[config.mk]
export PLATFORM = sky130hd
export DESIGN_NAME = refresh_timer
export DESIGN_NICKNAME = d
export VERILOG_FILES = /design/src/refresh_timer.sv
export SDC_FILE = /design/constraint.sdc
export NUM_CORES = 1
export LEC_CHECK = 0
export BUFFER_PORTS_ARGS = -buffer_cell sky130_fd_sc_hd__buf_4
export CORE_AREA = 8 8 48 50
export CTS_BUF_LIST = sky130_fd_sc_hd__clkbuf_8
export DETAILED_ROUTE_END_ITERATION = 16
export DIE_AREA = 0 0 56 58
export PLACE_DENSITY = 0.67
export SLEW_MARGIN = 20
export SYNTH_ARGS = -nofsm -noshare
export SYNTH_HDL_FRONTEND = slang
export SYNTH_SLANG_ARGS = --single-unit
[constraint.sdc]
create_clock -name sdram_clk -period 1.62 [get_ports sdram_clk]
set_input_delay 0.081 -clock sdram_clk [delete_from_list [all_inputs] [get_ports sdram_clk]]
set_output_delay 0.081 -clock sdram_clk [all_outputs]
set_load 0.05 [all_outputs]
[src/refresh_timer.sv]
`timescale 1ns/1ps

module refresh_timer #(
    parameter int refresh_interval = 2080
) (
    input  logic sdram_clk,
    input  logic reset,
    input  logic enable,
    input  logic refresh_hint,
    input  logic refresh_done,
    output logic refresh_due
);

    localparam int CNT_BITS = $clog2(refresh_interval + 1);

    logic [CNT_BITS-1:0] count;
    logic                due_q;
    logic                hit;

    assign hit = (count == CNT_BITS'(refresh_interval))
        || (refresh_hint && (count >= CNT_BITS'(refresh_interval / 2)));
    assign refresh_due = due_q || hit;

    always_ff @(posedge sdram_clk) begin
        if (reset || !enable) begin
            count <= '0;
            due_q <= 1'b0;
        end else if (refresh_done) begin
            count <= '0;
            due_q <= 1'b0;
        end else begin
            if (count != CNT_BITS'(refresh_interval)) begin
                count <= count + 1'b1;  // saturates at the interval
            end
            due_q <= refresh_due;
        end
    end

    // the sequencer only refreshes after seeing the flag
    assert property (@(posedge sdram_clk) disable iff (reset)
        refresh_done |-> due_q);

endmodule

==> results of run 1 <==
-- through the flow --
stage	cells	power (uW)	TNS (ps)
after floorplan	75	339	-68.2
after global placement	110	351	-106
after detailed placement	110	352	-118
after CTS	114	643	-357
after global routing	114	656	-549
final	114	635	-345
-- worst max-delay path, delay by kind of cell, from the launching register on --
family	cells	cell delay (ps)
flops	1	310
simple gates	3	1170
buf+inv	1	140
-- sequential cells by signal, summed over array words and instances (netlist names) --
name	count
due_q	1
count	12
-- power breakdown --
group	switching (uW)	total [uW]	internal, uW
logic	10.8	22.2	11.4
registers	1.94	323	321
clock network	122	290	168
-- placed cells by master (no fill, tap or decap), types with 2 or more instances in the layout --
| cell type | synthesis | routed |
|---|---|---|
| a211oi_1 | 3 | 3 |
| a21oi_1 | 5 | 5 |
| buf_4 | 0 | 18 |
| clkbuf_8 | 0 | 3 |
| dfxtp_1 | 13 | 7 |
| dfxtp_2 | 0 | 6 |
| ha_1 | 2 | 2 |
| inv_1 | 2 | 3 |
| mux2i_1 | 2 | 2 |
| nand2_1 | 7 | 7 |
| nand3_1 | 6 | 4 |
| nand3b_1 | 2 | 2 |
| nand4_1 | 3 | 3 |
| nor2_1 | 2 | 2 |
| o21ai_0 | 4 | 4 |
| o31ai_1 | 3 | 3 |
| or3_1 | 3 | 3 |
| or4_1 | 3 | 3 |
| or4_4 | 2 | 2 |
| xor2_1 | 2 | 2 |
-- metal layers --
layer  vias to the layer above  track usage, %
li1                        334               -
met3                         4            3.06
met1                       307            11.3
met2                        10            17.4
met5                         -               0
met4                         0            8.25
-- repair_timing --
| action | CTS | global route |
|---|---|---|
| gates cloned | 0 | 0 |
| resized for setup | 2 | 6 |
| setup endpoints to repair | 2 | 6 |
-- area by class of cell --
type | instances | area share, %
flip-flops and latches | 13 | 28.8
inverters | 2 | 0.809
multi-input cells | 58 | 45.8
clock buffers | 3 | 4.45
repair buffers | 20 | 17.4
clock inverters | 1 | 0.404
well taps | 17 | 2.29
-- cell families after synthesis --
logic type | Yosys count | synth area share [%]
buf+inv | 4 | 2.24
mux | 2 | 2.98
xor+xnor | 2 | 2.61
flops | 13 | 38.7
fa+ha+maj | 2 | 3.72
compound gates | 18 | 16.4
simple gates | 34 | 33.3
-- final timing paths --
kind	startpoint	to
setup / recovery	count[3]	refresh_due
hold / removal	refresh_done	count[0]
setup reg to reg	count[3]	due_q
hold reg to reg	count[0]	count[0]
==> impl_results.md, run 1 <==
* Outcome: finished with violations
* Violated checks: setup timing
* Worst Skew at roughly 3.0 ps
* I/O pin count at 6
* Final period utilization at 121%
* Max_cap viols at 0
* EDFF count, synth at 0
* Worst-case vdd ir drop at 0.549 mV
* Final instance area at around 930 sq um
* Count leader, synth: dfxtp_1
* Top Metal Used: met4
* Worst hold-check path type: input port to register
* Power Density at between 600 and 700 nW/um^2
* Vias in the first global route at roughly 660
* Vias after detailed routing at between 600 and 700
* Synth area leaders: dfxtp_1, nand3_1, nand2_1
* Postcts setup bufs at 0
* Multi-input gate area at roughly 430 sq um
* Most used DFF post-synth: dfxtp_1
* Fmax at between 0.5 and 0.6 GHz
* FF-to-FF path depth at 3
* H-tree depth at 1
* Die X-Extent at 56 um
* # setup viols final at 2
* Met3 WL post-DR at roughly 44 um
* Worst EP required at 1540 ps
* Initial Utilization at between 40% and 50%
* Die ar. at 3250 sq um
* DP Area at between 800 and 900 sq um
* Worst setup EP type: output port
* GPL Wtd Cong at roughly 0.79
* Gr usage total at between 10% and 20%
* Clock slew seen by the registers of the worst setup and hold paths at ~60 ps
* Routed wire per std cell at approximately 14 um
* Final Max Tran Viols at 0
* Core Footprint at between 1500 and 2000 sq um
* RSZ-0062 raised after global routing: true
* Clock Latency Late Sink at 250 ps
* Number of antenna diodes at 0
* Worst reg-to-reg setup slack at -10 ps
* Synthesized area at about 670 sq um
* CTS tree: done
* Antenna Nets Post-Route at 0
* Sink Count at 13
* Via density at around 5.7
* Crit-path slowest cell: or4_4
* Most frequent cells after synthesis: dfxtp_1, nand2_1, nand3_1
* Worst-Margin Slew at 606 ps
* First-pass GRT wire length at 2780 um
* Syn Area/Cell at around 9 sq um
* Wl on met1 at between 700 and 800 um
* Initial antenna violation count at 0
* Util after Layout at a little under three fifths
* TritonRoute pass-1 iters at 2
* Register area share after synthesis at 38.7%
* Hold_buf cts at 0
* Metal2 WL at slightly below 800 um
* Largest buffer count on any clock path at 2
* Critical-path cell list: or4bb_4 -> or4_4 -> nand3_4 -> buf_8
* Pleak at about 0.00033 uW
* Post-synth ARST share at 0%
* Final worst setup slack at -338 ps
* Hold slack at approximately 170 ps
* Detailed Route WL at ~1600 um
* Worst Path Class, Setup: register to output port
* Hold Path Depth at 4
* Syn_nets at 82
* Yosys warnings at 0
* Synth Instances at between 70 and 80
* Startpoint types: register
* Worst-case headroom to the max-slew limit at 59.5%
* Layout cells sized above 1 at slightly below 40%
* Yosys top cell by area: dfxtp_1
* Area grow syn2layout at 38.2%
* Root Buffer Master: clkbuf_8
* Detail Placement HPWL at 1150 um
* Reg area at roughly 270 sq um
* Worst path max stage delay at around 540 ps
* Seq cells post-synth at 13
* Overflow after GRT at 0
* Row cnt at 15
* FILL cells at about 150
* Place WS at -116 ps
* PortBufs at 5
* Yosys cell types at 27
* Die Y at a little under 60 um
* CTS buffer count at 3
* Final Hold Vio Count at 0
* CP arrival at 1880 ps
* Max FO, Critical Path at 2
* Post-layout min period at between 1500 and 2000 ps
* Initial DRC Count at 4
* Post-synth top area share at about two fifths
* DRC viols at 0
* Largest net degree at the start of global routing at 11
* Nets at 105
Note: power is estimated with default switching activity, not from simulation.
==> inputs of run 2 (changes only) <==
--- a/config.mk
+++ b/config.mk
@@ -5,12 +5,12 @@
 export SDC_FILE = /design/constraint.sdc
 export NUM_CORES = 1
 export LEC_CHECK = 0
-export BUFFER_PORTS_ARGS = -buffer_cell sky130_fd_sc_hd__buf_4
 export CORE_AREA = 8 8 48 50
 export CTS_BUF_LIST = sky130_fd_sc_hd__clkbuf_8
 export DETAILED_ROUTE_END_ITERATION = 16
 export DIE_AREA = 0 0 56 58
-export PLACE_DENSITY = 0.67
+export DONT_BUFFER_PORTS = 1
+export PLACE_DENSITY = 0.64
 export SLEW_MARGIN = 20
 export SYNTH_ARGS = -nofsm -noshare
 export SYNTH_HDL_FRONTEND = slang
==> impl_results.md, run 2 (synthesis gave the netlist of run 1 again) <==
* Outcome: finished with violations
* Violated checks: setup timing
* Hold Path Depth at 3
* Worst EP required at 1540 ps
* Die Y at 58 um
* FF-to-FF path depth at 3
* Clock network fraction of design power at a little under half
* Antenna Nets Post-Route at 0
* Number of antenna diodes at 0
* Routed wire per std cell at between 10 and 15 um
* Crit path buffers/inverters at 0
* Post-Place Cells at between 100 and 150
* Postcts setup bufs at 0
* Max FO, Critical Path at 2
* Gr usage total at under 10%
* GPL Wtd Cong at around 0.75
* Initial Utilization at a little over two fifths
* Worst-Margin Slew at around 600 ps
* Overflow after GRT at 0
* Post-layout min period at 1880 ps
* Worst hold endpoint: count[1]
* Worst-case vdd ir drop at 0.611 mV
* Startpoint types: register
* Vias in the first global route at between 600 and 700
* Worst-case headroom to the max-slew limit at 60.1%
* P_int at between 400 and 500 uW
* Detailed Route WL at ~1600 um
* Final worst setup slack at -257 ps
* TritonRoute pass-1 iters at 4
* H-tree depth at 1
* Max_cap viols at 0
* Detail Placement HPWL at roughly 1200 um
* Final period utilization at 116%
* I/O pin count at 6
* RSZ-0062 raised after global routing: true
* Core Footprint at 1610 sq um
* Die X-Extent at roughly 56 um
* Family with the most delay on the worst path: simple AND/OR/NAND/NOR gates
* Worst path max stage delay at approximately 550 ps
* RR Startpoint: count[11]
* Clock slew seen by the registers of the worst setup and hold paths at roughly 50 ps
* Total net switching power at between 100 and 150 uW
* Top flop regs: count: 12 flops, due_q: 1 flops
* CTS buffer count at 3
* Worst Skew at a little over 1 ps
* Crit-path slowest cell: or4_4
* Critical-path cell list: or4bb_4 -> or4_4 -> nand3_4
* Power, Total at slightly above 600 uW
* Clock Latency Late Sink at 240 ps
* Row cnt at 15
* Worst r2r dst: due_q
* Worst hold-check path type: input port to register
* # setup viols final at 2
* Hold Crit Start: refresh_done
* Sw Share at 20.4%
* Sink Count at 13
* Worst Path Class, Setup: register to output port
* Initial antenna violation count at 0
* Layout cells sized above 1 at 32.3%
* Most common cell after layout, fill and taps aside: buf_4
* Via density at around 6.1
* Pleak at roughly 0.00031 uW
* PortBufs at 0
* Worst reg-to-reg setup slack at -10 ps
* Final Max Tran Viols at 0
* Number of flip-flops in the largest register at 12
* DRC viols at 0
* Nets at approximately 100
* Power Density at 703 nW/um^2
* Largest net degree at the start of global routing at 11
* Most flops, register: count
* Area grow syn2layout at 30.9%
* Vias after detailed routing at approximately 670
* Most frequent cells in the layout: buf_4, dfxtp_1, nand2_1, a21oi_1
* Initial DRC Count at 8
* Fmax at ~0.53 GHz
* Post-Route Setup TNS at -268 ps
* Final Hold Vio Count at 0
* Worst setup EP type: output port
* Flop pwr share at 52.2%
* FILL cells at between 100 and 150
* CTS tree: done
* Combinational power share at around 2%
* Non-filler instance count after layout at 110
* CP arrival at between 1500 and 2000 ps
* Largest buffer count on any clock path at 2
* Die ar. at about 3200 sq um
* First-pass GRT wire length at about 2500 um
* Root Buffer Master: clkbuf_8
## run 2: cell types whose count changed in the layout (fill, tap and decap cells not counted), sizes merged
cell / before / now
buf: 20 / 16
## run 2: final cells by class
cell class | instances | area (sq um) | share of cell area [%]
Multi-Input combinational cell | 58 | 418 | 47.5
Clock inverter | 1 | 3.75 | 0.427
Timing Repair Buffer | 16 | 124 | 14.1
Sequential cell | 13 | 264 | 30.0
Clock buffer | 3 | 41.3 | 4.69
Tap cell | 17 | 21.3 | 2.42
Inverter | 2 | 7.51 | 0.853
## run 2: power by group through the flow
stage                     combinational [uW]  sequential, uW  clock [uW]
after CTS                               12.3             323         293
after global placement                  11.8             330           0
final                                   12.2             323         283
after global routing                    14.2             323         305
after detailed placement                12.1             330           0
after floorplan                         9.71             329           0
## run 2: worst max path at each step
stage	from	to	slack, ps	depth (start not counted)
2_1_floorplan	count[3]	refresh_due	-50	3
3_3_place_gp	count[3]	refresh_due	-20	3
3_5_place_dp	count[3]	refresh_due	-30	3
4_1_cts	count[11]	refresh_due	-270	3
5_1_grt	count[11]	refresh_due	-290	3
6_report	count[11]	refresh_due	-260	3
## run 2: through the flow
stage	setup slack [ps]	util (%)	hold slack [ps]	area, sq um
6_report	-257	54.5	89.0	880
3_3_place_gp	-16.5	51.2	340	826
2_1_floorplan	-52.0	-	317	692
3_5_place_dp	-33.3	51.2	349	826
5_1_grt	-295	54.5	129	880
4_1_cts	-269	54.0	91.3	871
## run 2: repair_timing
action	4_1_cts	5_1_grt
gates resized for setup	0	2
endpoints found under the hold margin	0	0
setup endpoints to repair	2	6
pin swaps	2	0
hold buffers	0	0
## run 2: layer usage
metal	share of wire [%]	GRT usage, %	up-vias
met5	0	0	-
met4	1.7	3.44	0
met3	6.4	3.06	4
met2	46	15.7	25
met1	46	11.3	317
li1	-	-	322
## run 2: worst reg2reg max path, cell delays in order, from the launching register on
cell and delay [ps]:
dfxtp_2 320, or4bb_4 520, or4_4 550, a31oi_1 170
==> inputs of run 3 (changes only) <==
==> config.mk (replaced) <==
export PLATFORM = sky130hd
export DESIGN_NAME = refresh_timer
export DESIGN_NICKNAME = d
export VERILOG_FILES = /design/src/refresh_timer.sv
export SDC_FILE = /design/constraint.sdc
export NUM_CORES = 1
export LEC_CHECK = 0
export CORE_AREA = 8 8 50 52
export CTS_BUF_LIST = sky130_fd_sc_hd__clkbuf_8
export DETAILED_ROUTE_END_ITERATION = 16
export DIE_AREA = 0 0 58 60
export DONT_BUFFER_PORTS = 1
export PLACE_DENSITY = 0.59
export REMOVE_ABC_BUFFERS = 1
export SYNTH_ARGS = -nofsm -noshare
export SYNTH_HDL_FRONTEND = slang
export SYNTH_SLANG_ARGS = --single-unit
==> impl_results.md, run 3 (synthesis gave the netlist of run 1 again) <==
* Number of antenna diodes at 0
* Die Y at 60 um
* Power, Total at 628 uW
* GPL Wtd Cong at about 0.75
* Outcome: finished with violations
* Gr usage total at 10.0%
* Hold_buf cts at 0
* Worst hold-check path type: input port to register
* Overflow after GRT at 0
* Top flop regs: count: 12 flops, due_q: 1 flops
* Pleak at 0.000311 uW
* Hold Path Depth at 2
* Layout cells sized above 1 at between 20% and 30%
* RSZ-0062 raised after global routing: true
* I/O pin count at 6
* Worst-case vdd ir drop at between 0.5 and 0.6 mV
* Clock slew seen by the registers of the worst setup and hold paths at roughly 60 ps
* Hold Crit Start: refresh_hint
* Die X-Extent at slightly below 60 um
* Initial Utilization at between 30% and 40%
* RR Startpoint: count[6]
* Sink Count at 13
* PortBufs at 0
* Final period utilization at 121%
* Routed wire per std cell at 13.9 um
* Worst r2r dst: count[0]
* Postcts setup bufs at 0
* First-pass GRT wire length at between 2000 and 3000 um
* DRC viols at 0
* Final worst setup slack at -333 ps
* Worst reg-to-reg setup slack at -20 ps
* Most flops, register: count
* Worst-case headroom to the max-slew limit at approximately three fifths
* Core Footprint at 1800 sq um
* CTS buffer count at 3
* Max FO, Critical Path at 3
* Largest net degree at the start of global routing at 11
* Row cnt at 16
* FILL cells at around 180
* # setup viols final at 3
* Root Buffer Master: clkbuf_8
* Post-layout min period at 1950 ps
* H-tree depth at 1
* Number of flip-flops in the largest register at 12
* Worst-Margin Slew at 620 ps
* Worst setup EP type: output port
* Worst hold endpoint: due_q
* Final Hold Vio Count at 0
* Worst Path Class, Setup: register to output port
* TritonRoute pass-1 iters at 4
* Worst Setup SP: count[6]
* Via density at slightly below 6
* Worst Skew at about 1.7 ps
* Most frequent cells in the layout: buf_4, dfxtp_1, nand2_1, a21oi_1, nand3_1
* Max_cap viols at 0
* Fmax at about 0.51 GHz
* Antenna Nets Post-Route at 0
* Initial DRC Count at 6
* Worst EP required at approximately 1500 ps
* Most common cell after layout, fill and taps aside: buf_4
* Vias in the first global route at just under 600
* Power Density at 718 nW/um^2
* Vias after detailed routing at around 640
* Initial antenna violation count at 0
* CTS tree: done
* Die ar. at 3480 sq um
* Detailed Route WL at 1540 um
* FF-to-FF path depth at 5
* Nets at roughly 100
* Violated checks: setup timing
* Area grow syn2layout at 30.2%
* Detail Placement HPWL at roughly 1200 um
* Hold slack at 66.5 ps
* Startpoint types: register
* Largest buffer count on any clock path at 2
* Clock Latency Late Sink at 250 ps
* CP arrival at 1870 ps
* Final Max Tran Viols at 0
## run 3: changes by cell type in the layout (fill, tap and decap cells not counted)
cell,delta
or4bb_4,-1
buf_12,+1
dfxtp_1,+2
dfxtp_2,-2
nand3_1,+1
or4bb_1,+1
buf_4,-1
nand3_4,-1
## run 3: where the power goes
part           switching, uW  internal (uW)  leakage [uW]
sequential              1.71            321      0.000105
clock                    123            168     0.0000269
combinational           8.46           5.79      0.000178
total                    133            495      0.000311
## run 3: area by class of cell
class | instances | area [sq um] | share of cell area (%)
multi-input combinational | 58 | 402 | 45.9
sequential | 13 | 262 | 29.9
timing repair buffer | 16 | 136 | 15.6
clock buffer | 3 | 41.3 | 4.72
tap | 18 | 22.5 | 2.58
inverter | 2 | 7.51 | 0.858
clock inverter | 1 | 3.75 | 0.429
## run 3: how the worst max path moves through the flow
| stage | endpoint | slack [ps] |
|---|---|---|
| floorplan | refresh_due | -250 |
| global placement | refresh_due | -90 |
| detailed placement | refresh_due | -110 |
| CTS | refresh_due | -340 |
| global route | refresh_due | -360 |
| finish | refresh_due | -330 |
## run 3: through the flow
stage	instance area [sq um]	util (%)	setup TNS, ps	instances	setup WS, ps
6_report	875	48.5	-375	111	-333
5_1_grt	875	48.5	-552	111	-361
4_1_cts	873	48.5	-380	111	-338
3_5_place_dp	820	45.5	-248	107	-109
3_3_place_gp	820	45.5	-142	107	-92.6
2_1_floorplan	664	-	-260	73	-253
## run 3: critical path, stage by stage, from the launching register on
cell and delay, ps:
dfxtp_1 310, or4_4 540, or4_4 540, nand3_2 110
buf_12 140
## run 3: routing by layer
metal  GRT usage [%]  share of wire, %  up-vias
met2            15.4                46       11
met5               0                 0        -
li1                -                 -      323
met1            11.2                46      300
met4            6.64               2.7        0
met3            3.87               5.1        8
## run 3: repair_timing
action                                  CTS  global route
pin swaps                                 1             0
endpoints found under the setup margin    7             6
gates resized for setup                   2             1
