[config.mk]
export PLATFORM = sky130hd
export DESIGN_NAME = channel_port
export DESIGN_NICKNAME = d
export VERILOG_FILES = /design/src/sdram_pkg.sv /design/src/channel_port.sv
export SDC_FILE = /design/constraint.sdc
export NUM_CORES = 1
export LEC_CHECK = 0
export BUFFER_PORTS_ARGS = -buffer_cell sky130_fd_sc_hd__buf_4
export CORE_MARGIN = 4
export CORE_UTILIZATION = 27
export CTS_CLUSTER_DIAMETER = 80
export CTS_CLUSTER_SIZE = 28
export DETAILED_ROUTE_END_ITERATION = 12
export PLACE_DENSITY = 0.76
export SLEW_MARGIN = 40
export SYNTH_ARGS = -nofsm -noshare
export SYNTH_HDL_FRONTEND = slang
export SYNTH_SLANG_ARGS = --single-unit
[constraint.sdc]
create_clock -name sdram_clk -period 1.8 [get_ports sdram_clk]
set_input_delay 0.18 -clock sdram_clk [delete_from_list [all_inputs] [get_ports sdram_clk]]
set_output_delay 0.18 -clock sdram_clk [all_outputs]
set_load 0.05 [all_outputs]
[src/sdram_pkg.sv]
package sdram_pkg;

    // device geometry, one word per column
    localparam int ROW_BITS = 12;
    localparam int COL_BITS = 8;
    localparam int BANK_BITS = 2;
    localparam int ADDR_BITS = BANK_BITS + COL_BITS + ROW_BITS;
    localparam int CH_BITS = 4;  // room for up to 16 host channels

    // timing in clocks
    localparam int T_RP = 2;
    localparam int T_MRD = 2;
    localparam int T_RCD = 2;
    localparam int CAS_LATENCY = 2;
    localparam int READ_PERIOD = 7;  // tras + trp
    localparam int WRITE_PERIOD = 9;  // tras + trp + twr

    // ras, cas, we
    typedef enum logic [2:0] {
        NOOP              = 3'b111,
        ACTIVATE          = 3'b011,
        MODE_REGISTER_SET = 3'b000,
        AUTO_REFRESH      = 3'b001,
        READ              = 3'b101,
        WRITE             = 3'b100,
        PRECHARGE         = 3'b010
    } sdram_cmd_e;

    typedef logic [CH_BITS-1:0] ch_idx_t;

    typedef struct packed {
        logic [BANK_BITS-1:0] bank;
        logic [COL_BITS-1:0]  col;
        logic [ROW_BITS-1:0]  row;
    } host_addr_t;

    typedef struct packed {
        logic        req;  // toggles once per request
        logic        we;
        host_addr_t  addr;
        logic [15:0] wdata;
    } host_req_t;

    typedef struct packed {
        logic        ack;
        logic [15:0] rdata;
    } host_rsp_t;

    typedef struct packed {
        logic        valid;
        logic        we;
        host_addr_t  addr;
        logic [15:0] wdata;
    } pending_req_t;

    typedef struct packed {
        logic        valid;
        logic        we;
        ch_idx_t     ch;
        logic [15:0] rdata;
    } completion_t;

    // address bus as seen by MODE_REGISTER_SET
    typedef struct packed {
        logic [ROW_BITS-11:0] rsvd;
        logic                 write_burst;  // 1 for single write
        logic [1:0]           op_mode;
        logic [2:0]           cas_latency;
        logic                 addr_type;  // 0 for sequential
        logic [2:0]           burst_len;
    } mode_word_t;

    // address bus for ACTIVATE, READ, WRITE and PRECHARGE
    typedef struct packed {
        logic [ROW_BITS-12:0] upper;
        logic                 ap;  // a10, auto-precharge or all banks
        logic [ROW_BITS-3:0]  col_row;
    } access_word_t;

    typedef union packed {
        mode_word_t   mode;
        access_word_t access;
    } sdram_addr_u;

endpackage

[src/channel_port.sv]
`timescale 1ns/1ps

module channel_port (
    input  logic                    sdram_clk,
    input  logic                    reset,
    input  sdram_pkg::ch_idx_t      idx,
    input  sdram_pkg::host_req_t    req_in,
    input  sdram_pkg::completion_t  cmpl,
    output sdram_pkg::pending_req_t pend,
    output sdram_pkg::host_rsp_t    rsp
);

    logic        ack_q;
    logic [15:0] rdata_q;
    logic        hit;

    assign hit = cmpl.valid && (cmpl.ch == idx);

    always_ff @(posedge sdram_clk) begin
        if (reset) begin
            ack_q <= 1'b0;
        end else if (hit) begin
            ack_q <= req_in.req;  // closes the toggle
        end
    end

    always_ff @(posedge sdram_clk) begin
        if (hit && !cmpl.we) begin
            rdata_q <= cmpl.rdata;
        end
    end

    assign pend.valid = (req_in.req != ack_q);
    assign pend.we = req_in.we;
    assign pend.addr = req_in.addr;
    assign pend.wdata = req_in.wdata;

    assign rsp.ack = ack_q;
    assign rsp.rdata = rdata_q;

    // host holds the whole request until the ack catches up
    assert property (@(posedge sdram_clk) disable iff (reset)
        (pend.valid && !hit) |=> ($stable(req_in.req) && $stable(req_in.we)
            && $stable(req_in.addr) && $stable(req_in.wdata)));

endmodule

==> metrics.md, run 1 <==
| Metric | Value |
|---|---|
| Max Slew Vio Count | 0 |
| Netlist cell types | 10 |
| Die footprint | 4260 um^2 |
| R2R depth | 2 |
| Pre-antenna DRT Iters | 3 |
| CP endpoint kind | output pin |
| Num CTS Buffers | 3 |
| Gr usage total | 8.49% |
| Cell taking the most area after synthesis | edfxtp_1 |
| Design Area, Final | 1020 um^2 |
| RSZ-0062 raised after global routing | no |
| GPL Wtd Cong | 0.719 |
| Top cells by area, synth | edfxtp_1 (54%), buf_4 (34%), xor2_1 (4.0%), dfxtp_1 (2.3%), nand2b_1 (1.4%) |
| Core area | between 3000 and 4000 um^2 |
| DR DRC count | 0 |
| Mapped Nets | 136 |
| Vias | 496 |
| First-pass GRT wire length | 2630 um |
| FF/Latch Area | 500 um^2 |
| Hold Crit Class | in2reg |
| Die Y | 65.3 um |
| Post-Syn Instances | 68 |
| Port Buffers | 46 |
| Total power | 0.734 mW |
| R2r startpoint | ack_q |
| Final worst setup slack | 0.592 ns |
| N_diodes | 0 |
| # hold bufs at CTS | 0 |
| Mapped Area | 886 um^2 |
| Reg-to-reg slack, setup | 1.15 ns |
| Commonest non-fill, non-tap cell in the layout | buf_4 |
| Fin crit share | between 60 and 70% |
| Synth Area in Compound Gates | 0% |
| Critical path fanouts, max | 3 |
| Area growth, synth to finish | 15.1% |
| XOR/XNOR Fraction of Synth Area | 4.94% |
| Setup_tns | 0 ns |
| Fillers | 325 |
| Placed Cells | 119 |
| Area after DPL | between 900 and 1000 um^2 |
| Min Clock Period, post-route | 1.21 ns |
| Critical path's slowest cell | dfxtp_1 |
| Resized Gates After CTS | 0 |
| CTS Sinks | 17 |
| CTS max path bufs | 2 |
| Clock Latency Late Sink | 0.28 ns |
| Synth warn | 0 |
| Top-area cell type share of the netlist area | 54.2% |
| Worst endpoint data arrival time | 1.03 ns |
| Die Width | around 65 um |
| Crit-path max cell delay | 0.38 ns |
| Post-synthesis register bit count | 17 |
| CP Class | reg2out |
| Drt first-iter violations | 13 |
| Initial Util | 28.5% |
| Largest net degree at the start of global routing | 17 |
| Post-route ant nets | 0 |
| Final std cells w/o fill | around 120 |
| Largest family of logic cells by synthesized area | buffers and inverters |
| # Max-Cap Violations | 0 |
| Layout Skew | 0 ns |
| CTS clock-pin slew for the worst setup and hold paths | 0.08 ns |
| GRT overflow | 0 |
| Crit start category | register |
| Routed WL per cell | 15.3 um |
| Fraction of the mapped netlist area in adder cells | 0% |
| Multi-input combinational cell area | approximately 85 um^2 |
| Initial antenna violation count | 0 |
| Setup crit start | ack_q |
| Root Driver | clkbuf_4 |
| Worst setup path end | pend[39] |
| Commonest non-fill, non-tap cells in the layout | buf_4 (47), edfxtp_1 (16), xor2_1 (4) |
| CTS tree | done |
| VDD IR max | 0.198 mV |
| Seq/Total Area, Yosys | a little under three fifths |
| Final number of hold-violating endpoints | 0 |
| Final WL | 1880 um |
| Slew HR | 87.2% |
| Fin nets | approximately 150 |
| Post-synthesis mux area share | 1.13% |
| Endpoints failing setup | 0 |
| Share of cells above drive strength 1 | around 65% |
| FMAX | 828 MHz |
| Row count | 20 |
| Worst-Margin Slew | 0.191 ns |
| CP Cell Sequence | xor2_1 -> buf_4 |
| Min-delay src | cmpl[2] |
| Vias in the first global route | 515 |
| PD cells | 720 nW/um^2 |
| Drt via density | 4.03 |
| Worst endpoint required time | 1.62 ns |
| Simple-gate share of the synthesized area | 3.53% |
| H-tree Lvls | 1 |
| IO Pins | 125 |
| Status | completed |
| Reg2reg end | ack_q |
| Pre-CTS WS | a little under 0.4 ns |
| Mean Syn Cell Area | 13.0 um^2 |
| Post-CTS Setup Bufs | 0 |
| Pleak | 0.433 nW |
## per-layer routing
metal,GRT usage (%),wire length (um)
met5,0,0
met4,12.2,183
met3,5.30,365
met2,11.4,735
met1,7.17,591
## synthesized netlist by cell type (all sizes together)
cell	instances
nor2	1
edfxtp	16
nand3	1
xnor2	1
mux2i	1
nand2b	2
xor2	4
dfxtp	1
nor3	1
buf	40
## kinds of logic after synthesis
logic type | Yosys count
buffers and inverters | 40
DFF | 17
xor gates and xnor gates | 5
and+or+nand+nor | 5
muxes | 1
## worst max-delay path: cells and delay by family, from the launching register on
family	cells	cell delay, ns
DFF	1	0.38
xor gates and xnor gates	1	0.15
buffers and inverters	1	0.21
## where the power goes
group	total, mW	internal (mW)	switching, mW	leakage [nW]
registers	0.441	0.439	0.00208	0.152
clock network	0.186	0.0860	0.0996	0.0150
logic	0.107	0.0559	0.0513	0.266
## registers in the layout, indices dropped and copies added (netlist names)
register and flops:
rdata_q 16, ack_q 1
## layout make-up
| cell class | instances | share of cell area, % |
|---|---|---|
| Timing Repair Buffer | 47 | 34.6 |
| Multi-Input combinational cell | 11 | 8.34 |
| Clock buffer | 4 | 2.58 |
| Sequential cell | 17 | 49.1 |
| Tap cell | 44 | 5.40 |
## worst min-delay path by stage
stage	to	depth (start not counted)
after CTS	rdata_q[2]	1
final	rdata_q[2]	1
after floorplan	rdata_q[0]	0
after detailed placement	rdata_q[3]	1
after global placement	pend[2]	0
after global routing	rdata_q[5]	1
## through the flow
step | util (%) | hold slack (ns)
floorplan | - | 0.279
detailed placement | 32.0 | 0.360
CTS | 32.9 | 0.0602
global route | 32.9 | 0.0438
global placement | 32.0 | 0.360
finish | 32.9 | 0.0721
No activity file was read; power rests on OpenSTA's default activity.
==> run 2: changes to the inputs <==
- ABC_AREA: unset -> 1
- CORE_UTILIZATION: 27 -> 28
- PLACE_DENSITY: 0.76 -> 0.77
- clock period: 1.8 -> 1 ns (I/O delays scaled with it)
==> run 2 against run 1 <==
The run now ends with negative setup slack left. Non-clock buffer count up 18. Final cell count up 28%. Sequential share of layout area is 10 points lower.
==> metrics.md, run 2 <==
| Metric | Value |
|---|---|
| Status | finished, violations left |
| Failing checks | negative setup slack |
| Final number of hold-violating endpoints | 0 (unchanged) |
| Die Y | 65.6 um (+0.52%) |
| Reg-to-reg slack, setup | 0.37 ns (-0.78 ns) |
| PD cells | 1110 nW/um^2 (+54%) |
| Area growth, synth to finish | 38.6% |
| Slew HR | 85.2% (-2.1 points) |
| Vias in the first global route | 611 (+19%) |
| Max FFs per register | 16 (unchanged) |
| Fin crit share | 104% |
| Fin nets | 183 (+24%) |
| Layout Skew | 0 ns (unchanged) |
| Hold_ws | 0.0423 ns (-0.0298 ns) |
| CP endpoint kind | output pin |
| Regs by FF count | rdata_q (16), ack_q (1) |
| WHS Endpoint | ack_q |
| Met1 Wirelength | 601 um (+1.7%) |
| Design Area, Final | 1290 um^2 (+26%) |
| Hold Crit Class | in2reg |
| Met3 routed WL | 483 um (+32%) |
| Hpwl dp | 1990 um |
| H-tree Lvls | 1 (unchanged) |
| Mapped Nets | 153 (+13%) |
| Root Driver | clkbuf_4 |
| Worst endpoint required time | 0.90 ns (-0.72 ns) |
| R2R depth | 4 (+2) |
| CTS clock-pin slew for the worst setup and hold paths | 0.08 ns (about the same) |
| CTS tree | done |
| Most frequent cell after synthesis | buf_4 |
| Commonest non-fill, non-tap cell in the layout | buf_4 |
| Num CTS Buffers | 3 (unchanged) |
| Max Slew Vio Count | 0 (unchanged) |
| Die Width | 65.6 um (+0.52%) |
| GPL Wtd Cong | 0.692 (-3.8%) |
| Post-synthesis register bit count | 17 (unchanged) |
| Post-route ant nets | 0 (unchanged) |
| Min Clock Period, post-route | 1.04 ns |
| CTS Sinks | 17 (unchanged) |
| Endpoints failing setup | 1 (+1) |
| Pre-antenna DRT Iters | 3 (unchanged) |
| Die footprint | 4310 um^2 (+1.0%) |
| First-pass GRT wire length | 3350 um (+28%) |
| RSZ-0062 raised after global routing | yes |
| Crit start category | register |
| Cell family with most CP delay | flip-flops |
| Worst endpoint data arrival time | 0.94 ns (-0.09 ns) |
| N_diodes | 0 (unchanged) |
| CP Class | reg2out |
| Mean Syn Cell Area | 10.9 um^2 (-16%) |
| Hold depth | 4 (+3) |
| CTS max path bufs | 2 (unchanged) |
| Commonest non-fill, non-tap cells in the layout | buf_4 (45), dlygate4sd3_1 (16), edfxtp_1 (16) |
| Min-delay src | reset |
| Area after DPL | 1090 um^2 (+9.7%) |
| Clock Latency Late Sink | 0.27 ns (about the same) |
| Pre-CTS WS | -0.177 ns (-0.564 ns) |
| Critical path's slowest cell | dfxtp_2 |
| Final worst setup slack | -0.0438 ns (-0.635 ns) |
| Post-Syn Instances | 85 (+25%) |
| Share of cells above drive strength 1 | 52.6% (-12 points) |
| Core area | 3100 um^2 (unchanged) |
| Gr usage total | 10.5% (+2.0 points) |
| VDD IR max | 0.333 mV (+69%) |
| Top cells by area, synth | edfxtp_1 (52%), buf_4 (32%), nand2_1 (4.0%), inv_1 (3.6%), dfxtp_1 (2.2%) |
| FMAX | 958 MHz |
| Largest Register | rdata_q |
| Crit path buf inv count | 1 (unchanged) |
| R2r startpoint | ack_q |
| GRT overflow | 0 (unchanged) |
| CP Cell Sequence | xor2_2 -> buf_6 |
| # Max-Cap Violations | 0 (unchanged) |
| Synth warn | 0 (unchanged) |
| DR DRC count | 0 (unchanged) |
| Detail Route met2 WL | 1200 um (+63%) |
| Seq/Total Area, Yosys | 53.8% (-2.7 points) |
| Port Buffers | 46 (unchanged) |
| Crit-path max cell delay | 0.37 ns (about the same) |
| Cell taking the most area after synthesis | edfxtp_1 |
| Initial antenna violation count | 0 (unchanged) |
| IO Pins | 125 (unchanged) |
| Post-synth top flop | edfxtp_1 |
| Post-synth EDFFs | 16 (unchanged) |
| Top-area cell type share of the netlist area | 51.7% (-2.6 points) |
| Final WL | 2370 um (+26%) |
| Critical path fanouts, max | 3 (unchanged) |
| Netlist cell types | 11 (+1) |
| Pleak | 0.572 nW (+32%) |
| Uppermost layer routed | met4 |
| Routed WL per cell | 15.0 um (-1.5%) |
| Initial Util | 30.0% (+1.4 points) |
| Ys async rst share | 0% (unchanged) |
| Row count | 20 (unchanged) |
| Drt first-iter violations | 2 (-11) |
| Largest net degree at the start of global routing | 17 (unchanged) |
| Drt via density | 3.77 (-6.6%) |
| Mapped Area | 930 um^2 (+4.9%) |
| Reg2reg end | ack_q |
| Worst-Margin Slew | 0.221 ns (+0.0293 ns) |
| Vias | 595 (+20%) |
| Most frequent cells after synthesis | buf_4 (40), edfxtp_1 (16), nand2_1 (10) |
[run 2: cell types whose count changed after synthesis, sizes merged, moves of 2 or more]
cell    previous run  this run
nand2b             2         0
inv                0         9
nor2               1         5
nand2              0        10
xor2               4         1
[run 2: per-layer routing]
metal,GRT usage (%),up-vias
met5,0,-
met4,7.25,0
met3,7.35,10
met2,18.4,60
met1,7.86,242
li1,-,283
[run 2: stage by stage]
step	TNS, ns	total power, mW	std cells	utilization (%)
5_1_grt	-0.105	1.50	158	41.5
4_1_cts	-0.0660	1.45	158	41.3
3_3_place_gp	-2.31	1.06	138	35.1
3_5_place_dp	-2.83	1.06	138	35.1
6_report	-0.0438	1.43	158	41.5
2_1_floorplan	-1.02	1.35	85	-
[run 2: kinds of logic after synthesis]
| kind of cell | after synthesis | share of synthesized area [%] |
|---|---|---|
| buf+inv | 49 | 35.9 |
| simple gates | 17 | 8.35 |
| xor+xnor | 2 | 1.88 |
| flops | 17 | 53.8 |
[run 2: how the worst max path moves through the flow]
stage                 from         end  slack (ns)  cells after the start
floorplan           idx[0]  rdata_q[0]       -0.06                      6
global placement    idx[0]  rdata_q[1]       -0.15                      7
detailed placement  idx[0]  rdata_q[3]       -0.18                      7
CTS                  ack_q    pend[39]       -0.07                      2
global route         ack_q    pend[39]       -0.11                      2
finish               ack_q    pend[39]       -0.04                      2
[run 2: report_power, final]
part / leakage (nW) / switching [mW] / total, mW / internal (mW)
Clock: 0.0150 / 0.176 / 0.331 / 0.154
Combinational: 0.404 / 0.135 / 0.300 / 0.164
Sequential: 0.153 / 0.00569 / 0.800 / 0.794
Total: 0.572 / 0.317 / 1.43 / 1.11
[run 2: repair_timing]
item / CTS / global route
setup endpoints to repair: 2 / 3
buffers inserted: 0 / 0
gates cloned: 0 / 0
resized for setup: 2 / 2
hold buffers: 16 / 0
hold endpoints to repair: 16 / 0
[run 2: area by class of cell]
| class | count | area, um^2 |
|---|---|---|
| multi-input cells | 19 | 113 |
| repair buffers | 65 | 552 |
| well taps | 44 | 55.1 |
| clock buffers | 4 | 26.3 |
| flip-flops and latches | 17 | 502 |
| inverters | 9 | 41.3 |
| fillers | 297 | 1810 |
[run 2: worst register-to-register path, stage by stage, from the launching register on]
cell     delay, ns
dfxtp_2       0.37
inv_1         0.04
nand2_1       0.05
inv_1         0.03
nor2_1        0.08
==> run 3: changes to the inputs <==
- ABC_AREA: 1 -> 0
- CORE_UTILIZATION: 28 -> 27
- PLACE_DENSITY: 0.77 -> 0.76
- SKIP_CTS_REPAIR_TIMING: unset -> 1
==> run 3 against run 2 <==
The flow still finishes with violations (negative setup slack). Global-route usage decreased by 3.1 points. Final area fell by 3.6%. Combinational power shrank 14%. Clock skew unchanged. Final cell count down 11%. Via count is 11% lower. Maximum frequency fell by 1.2%. Worst setup slack lost 0.013 ns. Sequential share of layout area is 1.7 points higher. Register-to-register slack worse by 0.08 ns. Critical endpoint unchanged.
==> metrics.md, run 3 (synthesis gave the netlist of run 1 again) <==
| Metric | Value |
|---|---|
| Hpwl dp | 1360 um (-31%) |
| Clock Latency Late Sink | 0.27 ns (about the same) |
| RSZ-0062 raised after global routing | yes |
| Slew HR | 88.1% (+3.0 points) |
| IO Pins | 125 (unchanged) |
| Drt first-iter violations | 5 (+3) |
| Fin crit share | 106% (+1.3 points) |
| Initial antenna violation count | 0 (unchanged) |
| CTS tree | done |
| Final worst setup slack | -0.0564 ns (-0.0126 ns) |
| Final WL | 1800 um (-24%) |
| Critical path fanouts, max | 3 (unchanged) |
| Design Area, Final | 1240 um^2 (-3.6%) |
| CTS clock-pin slew for the worst setup and hold paths | 0.08 ns (about the same) |
| Commonest non-fill, non-tap cells in the layout | buf_4 (45), dlygate4sd3_1 (16), edfxtp_1 (16) |
| CP Cell Sequence | xor2_2 -> buf_6 |
| Num CTS Buffers | 3 (unchanged) |
| Fin nets | 166 (-9.3%) |
| Hold_ws | 0.0917 ns (+0.0493 ns) |
| Post-route ant nets | 0 (unchanged) |
| Regs by FF count | rdata_q (16), ack_q (1) |
| Routed WL per cell | 12.8 um (-15%) |
| Row count | 20 (unchanged) |
| Largest net degree at the start of global routing | 17 (unchanged) |
| CP endpoint kind | output pin |
| Pre-CTS WS | -0.256 ns (-0.0788 ns) |
| Final number of hold-violating endpoints | 0 (unchanged) |
| Total power | 1.38 mW (-3.3%) |
| Max FFs per register | 16 (unchanged) |
| Status | finished, violations left |
| Hold Crit Class | in2reg |
| Util after Layout | 40.0% (-1.5 points) |
| Fillers | 299 (+0.67%) |
| Pleak | 0.517 nW (-9.7%) |
| Min Clock Period, post-route | 1.06 ns (+0.0126 ns) |
| Die Width | 65.3 um (-0.52%) |
| Worst endpoint data arrival time | 0.96 ns (+0.02 ns) |
| Max Slew Vio Count | 0 (unchanged) |
| Multi-input combinational cell area | 105 um^2 (-6.7%) |
| PD cells | 1110 nW/um^2 (+0.29%) |
| N_diodes | 0 (unchanged) |
| Area after DPL | 1030 um^2 (-5.2%) |
| Layout Skew | 0 ns (unchanged) |
| FMAX | 947 MHz (-1.2%) |
| Commonest non-fill, non-tap cell in the layout | buf_4 |
| Pre-antenna DRT Iters | 2 (-1) |
| Vias | 529 (-11%) |
| Largest Register | rdata_q |
| FF/Latch Area | 504 um^2 (+0.50%) |
| Core area | 3100 um^2 (unchanged) |
| Endpoints failing setup | 1 (unchanged) |
| First-pass GRT wire length | 2290 um (-32%) |
| Critical path's slowest cell | dfxtp_4 |
| Die Y | 65.3 um (-0.52%) |
| CP Class | reg2out |
| Area growth, synth to finish | 40.3% |
| Die footprint | 4260 um^2 (-1.0%) |
| GPL Wtd Cong | 0.642 (-7.2%) |
| GRT overflow | 0 (unchanged) |
| Crit-path max cell delay | 0.37 ns (about the same) |
| Worst endpoint required time | 0.90 ns (about the same) |
| DR DRC count | 0 (unchanged) |
| # Max-Cap Violations | 0 (unchanged) |
| Initial Util | 28.5% (-1.4 points) |
| Crit start category | register |
| VDD IR max | 0.316 mV (-5.3%) |
| Root Driver | clkbuf_4 |
| Worst-Margin Slew | 0.177 ns (-0.0434 ns) |
| Vias in the first global route | 472 (-23%) |
| H-tree Lvls | 1 (unchanged) |
| Drt via density | 3.75 (-0.37%) |
| Gr usage total | 7.41% (-3.1 points) |
| CTS max path bufs | 2 (unchanged) |
| Failing checks | negative setup slack |
| Share of cells above drive strength 1 | 58.8% (+6.1 points) |
| Port Buffers | 46 (unchanged) |
| CTS Sinks | 17 (unchanged) |
==> run 3: area by class of cell <==
cell class	count	area share (%)
multi-input cells	11	8.46
repair buffers	65	44.4
well taps	44	4.43
flip-flops and latches	17	40.6
clock buffers	4	2.11
==> run 3: worst max-delay path, delay by kind of cell (launching register included) <==
family,cells,cell delay (ns)
flip-flops,1,0.37
buffers and inverters,1,0.17
XOR/XNOR,1,0.14
==> run 3: per-stage QoR <==
stage	cells	setup TNS, ns
floorplan	68	-3.40
global placement	120	-4.01
detailed placement	120	-4.13
CTS	124	-0.187
global route	141	-0.138
finish	141	-0.0564
==> run 3: metal layers <==
| layer | global-route usage (%) | vias up | share of wire, % |
|---|---|---|---|
| met3 | 4.79 | 20 | 16 |
| met1 | 6.55 | 214 | 35 |
| li1 | - | 241 | - |
| met5 | 0 | - | 0 |
| met4 | 9.33 | 0 | 6.8 |
| met2 | 10.1 | 54 | 42 |
==> run 3: worst paths after layout <==
kind,startpoint,to,slack [ns],cells past startpoint
worst max register to register,ack_q,ack_q,0.29,3
worst max-delay path,ack_q,pend[39],-0.06,2
worst min-delay path,reset,ack_q,0.09,3
worst min register to register,ack_q,ack_q,0.64,3
==> run 3: power breakdown <==
group          switching, mW  internal (mW)  total, mW  leakage, nW
logic                  0.108          0.150      0.258        0.349
clock network          0.178          0.155      0.332       0.0150
registers            0.00413          0.789      0.793        0.153
